--- src/hw/aluPkg.sv ---
package aluPkg;

    localparam int OpWidth = 4;

    // Encodings follow the ALU function select of the original datapath
    typedef enum logic [OpWidth-1:0] {
        opPassA = 4'h0,
        opPassB = 4'h1,
        opNotA  = 4'h2,
        opNotB  = 4'h3,
        opAdd   = 4'h4,
        opSub   = 4'h5,
        opMax   = 4'h6,
        opAnd   = 4'h7,
        opOr    = 4'h8,
        opNand  = 4'h9,
        opXor   = 4'hA,
        opLsl   = 4'hB,
        opLsr   = 4'hC,
        opAsl   = 4'hD,
        opAsr   = 4'hE,
        opRorc  = 4'hF
    } aluOp_t;

    // Z C N O, same bit order as the old flag nibble
    typedef struct packed {
        logic zero;
        logic carry;
        logic negative;
        logic overflow;
    } aluFlags_t;

endpackage

--- src/hw/dpTypesPkg.sv ---
package dpTypesPkg;

    localparam int DataWidth   = 8;
    localparam int AddrWidth   = 8;
    localparam int NumGenRegs  = 4;
    localparam int NumAddrRegs = 3;

    // Slot of each address register in wrMask and in the register array
    localparam int ArfPcIdx = 0;
    localparam int ArfArIdx = 1;
    localparam int ArfSpIdx = 2;

    typedef logic [DataWidth-1:0] data_t;
    typedef logic [AddrWidth-1:0] addr_t;
    typedef logic [$clog2(NumGenRegs)-1:0] regIdx_t;

    typedef enum logic [1:0] {regClear, regLoad, regDec, regInc} regFunc_t;

    // Code 2 was the previous PC, now unused
    typedef enum logic [1:0] {selAR = 2'd0, selSP = 2'd1, selPC = 2'd3} arfSel_t;

    typedef enum logic [1:0] {srcAlu, srcMem, srcImm, srcArf} srcSel_t;

    typedef struct packed {
        regIdx_t                 rfOutASel;
        regIdx_t                 rfOutBSel;
        regFunc_t                rfFunc;
        logic [NumGenRegs-1:0]   rfWrMask;
        aluPkg::aluOp_t          aluOp;
        arfSel_t                 arfOutCSel;
        arfSel_t                 arfOutDSel;
        regFunc_t                arfFunc;
        logic [NumAddrRegs-1:0]  arfWrMask;
        logic                    memWr;
        srcSel_t                 muxASel;
        srcSel_t                 muxBSel;
        logic                    muxCSel;    // 1 picks the register file
        data_t                   immediate;
    } ctrlWord_t;

    // Update rule shared by every register of both files
    function automatic data_t stepReg(regFunc_t func, data_t cur, data_t din);
        case (func)
            regClear: return '0;
            regLoad:  return din;
            regDec:   return cur - 1'b1;
            default:  return cur + 1'b1;
        endcase
    endfunction

endpackage

--- src/hw/addrRegFile.sv ---
`timescale 1ns/10ps

module addrRegFile (
    input  logic                                  CLK,
    input  logic                                  rstN_i,
    input  logic                                  we_i,
    input  dpTypesPkg::regFunc_t                  func_i,
    input  logic [dpTypesPkg::NumAddrRegs-1:0]    wrMask_i,
    input  dpTypesPkg::data_t                     wrData_i,
    input  dpTypesPkg::arfSel_t                   outCSel_i,
    input  dpTypesPkg::arfSel_t                   outDSel_i,
    output dpTypesPkg::data_t                     outC_o,
    output dpTypesPkg::addr_t                     outD_o
);

    // Slots PC, AR, SP in wrMask bit order
    dpTypesPkg::data_t regs [dpTypesPkg::NumAddrRegs];

    function automatic dpTypesPkg::data_t readReg(dpTypesPkg::arfSel_t sel);
        case (sel)
            dpTypesPkg::selAR: return regs[dpTypesPkg::ArfArIdx];
            dpTypesPkg::selSP: return regs[dpTypesPkg::ArfSpIdx];
            default:           return regs[dpTypesPkg::ArfPcIdx];
        endcase
    endfunction

    always_ff @(posedge CLK) begin
        if (!rstN_i) begin
            for (int i = 0; i < dpTypesPkg::NumAddrRegs; i++) begin
                regs[i] <= '0;
            end
        end else if (we_i) begin
            for (int i = 0; i < dpTypesPkg::NumAddrRegs; i++) begin
                if (wrMask_i[i]) begin
                    regs[i] <= dpTypesPkg::stepReg(func_i, regs[i], wrData_i);
                end
            end
        end
    end

    assign outC_o = readReg(outCSel_i);
    assign outD_o = dpTypesPkg::addr_t'(readReg(outDSel_i));  // Memory address

endmodule

--- src/hw/alu.sv ---
`timescale 1ns/10ps

module alu (
    input  logic                 CLK,
    input  logic                 rstN_i,
    input  logic                 we_i,
    input  aluPkg::aluOp_t       op_i,
    input  dpTypesPkg::data_t    a_i,
    input  dpTypesPkg::data_t    b_i,
    output dpTypesPkg::data_t    result_o,
    output aluPkg::aluFlags_t    flags_o
);

    localparam int Msb = dpTypesPkg::DataWidth - 1;

    dpTypesPkg::data_t           result;
    logic [dpTypesPkg::DataWidth:0] sum;
    aluPkg::aluFlags_t           flagsQ;
    aluPkg::aluFlags_t           nextFlags;

    assign sum = {1'b0, a_i} + {1'b0, b_i};

    always_comb begin
        result    = a_i;
        nextFlags = flagsQ;    // Carry and overflow hold by default
        case (op_i)
            aluPkg::opPassA: result = a_i;
            aluPkg::opPassB: result = b_i;
            aluPkg::opNotA:  result = ~a_i;
            aluPkg::opNotB:  result = ~b_i;
            aluPkg::opAdd: begin
                result             = sum[Msb:0];
                nextFlags.carry    = sum[Msb+1];
                nextFlags.overflow = (a_i[Msb] == b_i[Msb]) && (result[Msb] != a_i[Msb]);
            end
            aluPkg::opSub: begin
                result             = a_i - b_i;
                nextFlags.carry    = (a_i < b_i);    // Borrow
                nextFlags.overflow = (a_i[Msb] != b_i[Msb]) && (result[Msb] != a_i[Msb]);
            end
            aluPkg::opMax:   result = (a_i > b_i) ? a_i : b_i;
            aluPkg::opAnd:   result = a_i & b_i;
            aluPkg::opOr:    result = a_i | b_i;
            aluPkg::opNand:  result = ~(a_i & b_i);
            aluPkg::opXor:   result = a_i ^ b_i;
            aluPkg::opLsl, aluPkg::opAsl: begin
                result          = {a_i[Msb-1:0], 1'b0};
                nextFlags.carry = a_i[Msb];
            end
            aluPkg::opLsr: begin
                result          = {1'b0, a_i[Msb:1]};
                nextFlags.carry = a_i[0];
            end
            aluPkg::opAsr: begin
                result          = {a_i[Msb], a_i[Msb:1]};   // Sign kept
                nextFlags.carry = a_i[0];
            end
            aluPkg::opRorc: begin
                // Old carry enters at the top
                result          = {flagsQ.carry, a_i[Msb:1]};
                nextFlags.carry = a_i[0];
            end
            default: result = a_i;
        endcase
        nextFlags.zero     = (result == '0);
        nextFlags.negative = result[Msb];
    end

    always_ff @(posedge CLK) begin
        if (!rstN_i) begin
            flagsQ <= '0;
        end else if (we_i) begin
            flagsQ <= nextFlags;
        end
    end

    assign result_o = result;
    assign flags_o  = flagsQ;

endmodule

--- src/hw/dataMemory.sv ---
`timescale 1ns/10ps

module dataMemory (
    input  logic                 CLK,
    input  logic                 we_i,
    input  dpTypesPkg::addr_t    addr_i,
    input  dpTypesPkg::data_t    wrData_i,
    output dpTypesPkg::data_t    rdData_o
);

    localparam int Depth = 2 ** dpTypesPkg::AddrWidth;

    dpTypesPkg::data_t mem [Depth];

    // Asynchronous read
    assign rdData_o = mem[addr_i];

    always_ff @(posedge CLK) begin
        if (we_i) begin
            mem[addr_i] <= wrData_i;
        end
    end

endmodule

--- src/hw/dataPath.sv ---
`timescale 1ns/10ps

module dataPath (
    input  logic                   CLK,
    input  logic                   rstN_i,
    input  logic                   ctrlValid_i,
    input  dpTypesPkg::ctrlWord_t  ctrl_i,
    output dpTypesPkg::data_t      aluOut_o,
    output aluPkg::aluFlags_t      flags_o,
    output dpTypesPkg::addr_t      address_o
);

    dpTypesPkg::data_t rfOutA;
    dpTypesPkg::data_t rfOutB;
    dpTypesPkg::data_t arfOutC;
    dpTypesPkg::addr_t arfOutD;
    dpTypesPkg::data_t memRdData;
    dpTypesPkg::data_t aluResult;
    dpTypesPkg::data_t muxAOut;
    dpTypesPkg::data_t muxBOut;
    dpTypesPkg::data_t muxCOut;

    // Same source set for MuxA and MuxB
    function automatic dpTypesPkg::data_t pickSrc(
        dpTypesPkg::srcSel_t sel,
        dpTypesPkg::data_t   aluVal,
        dpTypesPkg::data_t   memVal,
        dpTypesPkg::data_t   immVal,
        dpTypesPkg::data_t   arfVal
    );
        case (sel)
            dpTypesPkg::srcAlu: return aluVal;
            dpTypesPkg::srcMem: return memVal;
            dpTypesPkg::srcImm: return immVal;
            default:            return arfVal;
        endcase
    endfunction

    assign muxAOut = pickSrc(ctrl_i.muxASel, aluResult, memRdData, ctrl_i.immediate, arfOutC);
    assign muxBOut = pickSrc(ctrl_i.muxBSel, aluResult, memRdData, ctrl_i.immediate, arfOutC);
    assign muxCOut = ctrl_i.muxCSel ? rfOutA : arfOutC;   // ALU A side

    regFile i_regFile (
        .CLK       (CLK),
        .rstN_i    (rstN_i),
        .we_i      (ctrlValid_i),
        .func_i    (ctrl_i.rfFunc),
        .wrMask_i  (ctrl_i.rfWrMask),
        .wrData_i  (muxAOut),
        .outASel_i (ctrl_i.rfOutASel),
        .outBSel_i (ctrl_i.rfOutBSel),
        .outA_o    (rfOutA),
        .outB_o    (rfOutB)
    );

    addrRegFile i_addrRegFile (
        .CLK       (CLK),
        .rstN_i    (rstN_i),
        .we_i      (ctrlValid_i),
        .func_i    (ctrl_i.arfFunc),
        .wrMask_i  (ctrl_i.arfWrMask),
        .wrData_i  (muxBOut),
        .outCSel_i (ctrl_i.arfOutCSel),
        .outDSel_i (ctrl_i.arfOutDSel),
        .outC_o    (arfOutC),
        .outD_o    (arfOutD)
    );

    alu i_alu (
        .CLK      (CLK),
        .rstN_i   (rstN_i),
        .we_i     (ctrlValid_i),
        .op_i     (ctrl_i.aluOp),
        .a_i      (muxCOut),
        .b_i      (rfOutB),
        .result_o (aluResult),
        .flags_o  (flags_o)
    );

    dataMemory i_dataMemory (
        .CLK      (CLK),
        .we_i     (ctrlValid_i & ctrl_i.memWr),   // Write only on a strobe
        .addr_i   (arfOutD),
        .wrData_i (aluResult),
        .rdData_o (memRdData)
    );

    assign aluOut_o  = aluResult;
    assign address_o = arfOutD;

endmodule

--- src/hw/regFile.sv ---
`timescale 1ns/10ps

module regFile (
    input  logic                                 CLK,
    input  logic                                 rstN_i,
    input  logic                                 we_i,
    input  dpTypesPkg::regFunc_t                 func_i,
    input  logic [dpTypesPkg::NumGenRegs-1:0]    wrMask_i,
    input  dpTypesPkg::data_t                    wrData_i,
    input  dpTypesPkg::regIdx_t                  outASel_i,
    input  dpTypesPkg::regIdx_t                  outBSel_i,
    output dpTypesPkg::data_t                    outA_o,
    output dpTypesPkg::data_t                    outB_o
);

    dpTypesPkg::data_t regs [dpTypesPkg::NumGenRegs];

    always_ff @(posedge CLK) begin
        if (!rstN_i) begin
            for (int i = 0; i < dpTypesPkg::NumGenRegs; i++) begin
                regs[i] <= '0;
            end
        end else if (we_i) begin
            // Several registers may take the same function in one cycle
            for (int i = 0; i < dpTypesPkg::NumGenRegs; i++) begin
                if (wrMask_i[i]) begin
                    regs[i] <= dpTypesPkg::stepReg(func_i, regs[i], wrData_i);
                end
            end
        end
    end

    // Independent read ports
    assign outA_o = regs[outASel_i];
    assign outB_o = regs[outBSel_i];

endmodule

--- config.mk ---
export PLATFORM = sky130hd
export DESIGN_NAME = dataPath
export DESIGN_NICKNAME = d
export VERILOG_FILES = /design/src/hw/aluPkg.sv /design/src/hw/dpTypesPkg.sv /design/src/hw/addrRegFile.sv /design/src/hw/alu.sv /design/src/hw/dataMemory.sv /design/src/hw/dataPath.sv /design/src/hw/regFile.sv
export SDC_FILE = /design/constraint.sdc
export NUM_CORES = 2
export LEC_CHECK = 0
export ABC_AREA = 1
export BUFFER_PORTS_ARGS = -buffer_cell sky130_fd_sc_hd__buf_4
export CAP_MARGIN = 10
export CORE_UTILIZATION = 54
export CTS_BUF_LIST = sky130_fd_sc_hd__clkbuf_8
export DETAILED_ROUTE_END_ITERATION = 10
export PLACE_DENSITY = 0.81
export SYNTH_ARGS = -nofsm -noshare
export SYNTH_HDL_FRONTEND = slang
export SYNTH_HIERARCHICAL = 1
export SYNTH_SLANG_ARGS = --single-unit
--- constraint.sdc ---
create_clock -name CLK -period 10.2 [get_ports CLK]
set_input_delay 1.02 -clock CLK [delete_from_list [all_inputs] [get_ports CLK]]
set_output_delay 1.02 -clock CLK [all_outputs]
set_load 0.02 [all_outputs]
==> results.md <==
- Critical path fanouts, max: 67
- Cell type contributing the most total cell area after synthesis: edfxtp_1
- Worst Setup Path Type: input pin to primary output
- Via count of the first global-routing pass: 65,035
- Chip width: 417 um
- Routed length per placed instance: 20.3 um
- Number of setup violations in the final report: 0
- Dominant synthesized flop cell: edfxtp_1
- Drt via density: 5.64
- Most frequent cell on the critical path: nand2_1
- Number of buffers on the longest clock path: 4
- Final Slew Violations: 0
- Remaining antenna violation count after routing: 0
- Total negative setup slack: 0 ns
- Worst clock skew: 0.0630 ns
- CP Cell Sequence: buf_4 > nor2_1 > nand2_1 > nand3_1 > inv_1 > o21ai_0 > inv_1 > ha_1 > fa_1 > inv_1 > nand2_1 > nand2_1 > nand3_2 > nand2_4 > nand2_4 > nand3_1 > nand2_1 > nor2_1 > inv_8 > buf_4
- Data arrival time of the critical path: 5.28 ns
- RSZ-0062 raised after global routing: no
- Post-CTS Resized: 0
- Critical Path Slowest Stage Cell: o21ai_0
- Top area cells in the synthesized netlist: edfxtp_1 68%, nand2_1 21%, nand3_1 2.2%
- Number of stages on the worst hold path: 3
- Number of warnings reported in the yosys synthesis log: 6
- Avg Inst Size Synth: 9.86 um2
- Most numerous cell in the Yosys netlist: nand2_1
- Proportion of synthesized flip-flops having asynchronous set or reset: 0
- Total leakage power: 41.3 nW
- Final Core Density: 0.589
- Count of placed standard cells including taps: 11,435
- Area of placed instances: 95,100 um2
- Worst Setup End Kind: primary output
- CP Launch Type: input pin
- Routed WL: 244,000 um
- Clock latency of the later-clocked register in the worst-skew pair: 1.04 ns
- TritonCTS clock tree: built
- Count of cells along the worst register-to-register path: 21
- Total gr overflow: 0
- Total buffers and inverters traversed by the critical path: 6
- Terminus of the critical flop-to-flop path: i_regFile/regs[0][1]
- Post-synthesis sequential element count: 2,108
- Drc violations: 0
- Outcome: complete, no violations
- Number of antenna violations at the first check in global routing: 3
- Total number of nets in the final design: 9,539
- Crit-path leading delay family: simple AND/OR/NAND/NOR gates
- Mapped Area: 93,200 um2
- Ranking of synthesized cells by instance count: 5,249 x nand2_1, 2,104 x edfxtp_1, 456 x nor2_1
- Reg-to-Reg Start: i_addrRegFile/regs[0][16]
- H-tree Lvls: 5
- Port Buffer Count: 59
- Transition at the pin with the smallest max-transition slack: 1.29 ns
- Met2 WL post-DR: 114,000 um
- DR vias: 67,742
- Post-synth EDFFs: 2,104
- Number of buffers inserted during clock tree synthesis: 339
- Clock root buffer: clkbuf_8
- Maximum number of pins on one net before global-route repair: 192
- Sequential area share after synthesis: 0.679
- Cells after Synth: 9,450
- Count of cell instances traversed by the critical path: 20
- Register-to-register setup slack: 4.03 ns
- Capture point of the critical path: aluOut_o[0]
- Number of post-CTS setup repair buffers: 0
- Number of max-cap violations: 0
- Global-route wire length before repair: 370,000 um
- Amount of wire on met3 after detailed routing: 29,300 um
- Global-route usage over all layers: 0.276
- Half-perimeter wire length after detailed placement: 142,000 um
- Finished Cell Area: 101,000 um2
- Number of distinct library cells after synthesis: 47
- Placer's final routability congestion estimate: 0.937
- Initial drt markers: 8,999
- Source of the critical timing path: ctrl_i[22]
- Number of buffers inserted by hold repair at cts: 0
- Fraction of final layout cells sized beyond drive strength 1: 0.0668
- Hold violation count in the final report: 0
- Die span in y: 417 um
- Core ar.: 172,000 um2
- Classification of the worst-slack hold path: input pin to flip-flop
- Rel. slew slack: 0.138
- I/O pins: 60
- Uppermost layer routed: met4
- Register clock-pin slew on the reported worst setup and hold paths: 0.05 ns
- Min Tclk post-route: 6.30 ns
- Total power consumption of the routed design: 19.2 mW
- Part of the cycle the worst path needs: 0.618
- First drt pass iteration count: 6
- Max stage delay on crit path: 0.50 ns
- Synthesized netlist net count: 9,523
- Number of sinks on the clock net: 2,108
- Maximum clock rate: 159 MHz
- Number of standard cells in the layout, taps in and fillers out: 12,014
- Pwr per Cell Area: 190 nW/um2
- Full die area: 174,000 um2
- Top cell type's share of synthesized area: 0.678
- Area Overhead vs Synth: 8.49%
- Initial core utilization: 0.543
- Number of rows created at floorplan: 152
- Required @ worst endpoint: 9.18 ns
- Maximum vdd drop: 169 uV
- M1 wire length: 89,800 um
## placed cells by master (no fill, tap or decap), drive strengths merged, types with 8 or more instances in the layout
master,count
nor2,474
a21oi,145
bufinv,8
o21ai,216
xor2,10
clkbuf,348
nand4,25
o21bai,9
edfxtp,2104
buf,137
nand2,5270
ha,31
or2,10
clkinv,117
inv,340
nand3,424
## worst register-to-register path, delay by kind of cell (launching register included)
kind	cells	cell delay, ns
and+or+nand+nor	16	2.49
DFF	1	0.52
AOI/OAI and AO/OA	2	0.26
buffers and inverters	3	2.75
## layout make-up
type                            instances  area (um2)
Fill cell                           13433       70500
Sequential cell                      2108       63300
Multi-Input combinational cell       6639       26900
Clock buffer                          348        4790
Tap cell                             2310        2890
Timing Repair Buffer                  137        1150
Clock inverter                        227        1140
Inverter                              241         971
Antenna cell                            4        10.0
## stage by stage
stage	setup WS, ns	hold WS, ns
floorplan	0.720	0.553
global placement	3.58	0.471
detailed placement	3.52	0.488
CTS	3.93	0.324
global route	3.66	0.417
finish	3.90	0.418
## worst min-delay path by stage
stage / from / to
after floorplan: i_alu/flags_o[3] / i_alu/flags_o[3]
after global placement: i_alu/flags_o[3] / i_alu/flags_o[3]
after detailed placement: i_alu/flags_o[3] / i_alu/flags_o[3]
after CTS: rstN_i / i_alu/flags_o[3]
after global routing: rstN_i / i_alu/flags_o[3]
final: rstN_i / i_alu/flags_o[3]
## cells by family (layout without fill, tap and decap cells)
family | count (synthesis) | in the layout | share of synthesized area
buffers and inverters | 703 | 953 | 0.0335
xor gates and xnor gates | 11 | 11 | 0.00103
AOI/OAI and AO/OA | 383 | 383 | 0.0217
adders and majority gates | 33 | 33 | 0.00459
muxes | 1 | 1 | 0.000107
other | 0 | 4 | 0
DFF | 2108 | 2108 | 0.679
and+or+nand+nor | 6211 | 6211 | 0.260
## sequential cells by signal, summed over array words and instances (netlist names)
register,cells
i_alu/flags_o,4
i_dataMemory/mem,2048
i_addrRegFile/regs,24
i_regFile/regs,32
## metal layers
metal | global-route usage | vias to the layer above
li1 | - | 31026
met4 | 0.126 | 0
met1 | 0.363 | 31963
met3 | 0.0609 | 669
met2 | 0.441 | 4084
met5 | 0 | -
## report_power, final
part	switching [mW]	internal, mW	total [mW]
registers	0.0298	10.0	10.0
clock network	3.22	3.35	6.57
logic	2.08	0.532	2.61
total	5.33	13.9	19.2
No activity file was read; power rests on OpenSTA's default activity.
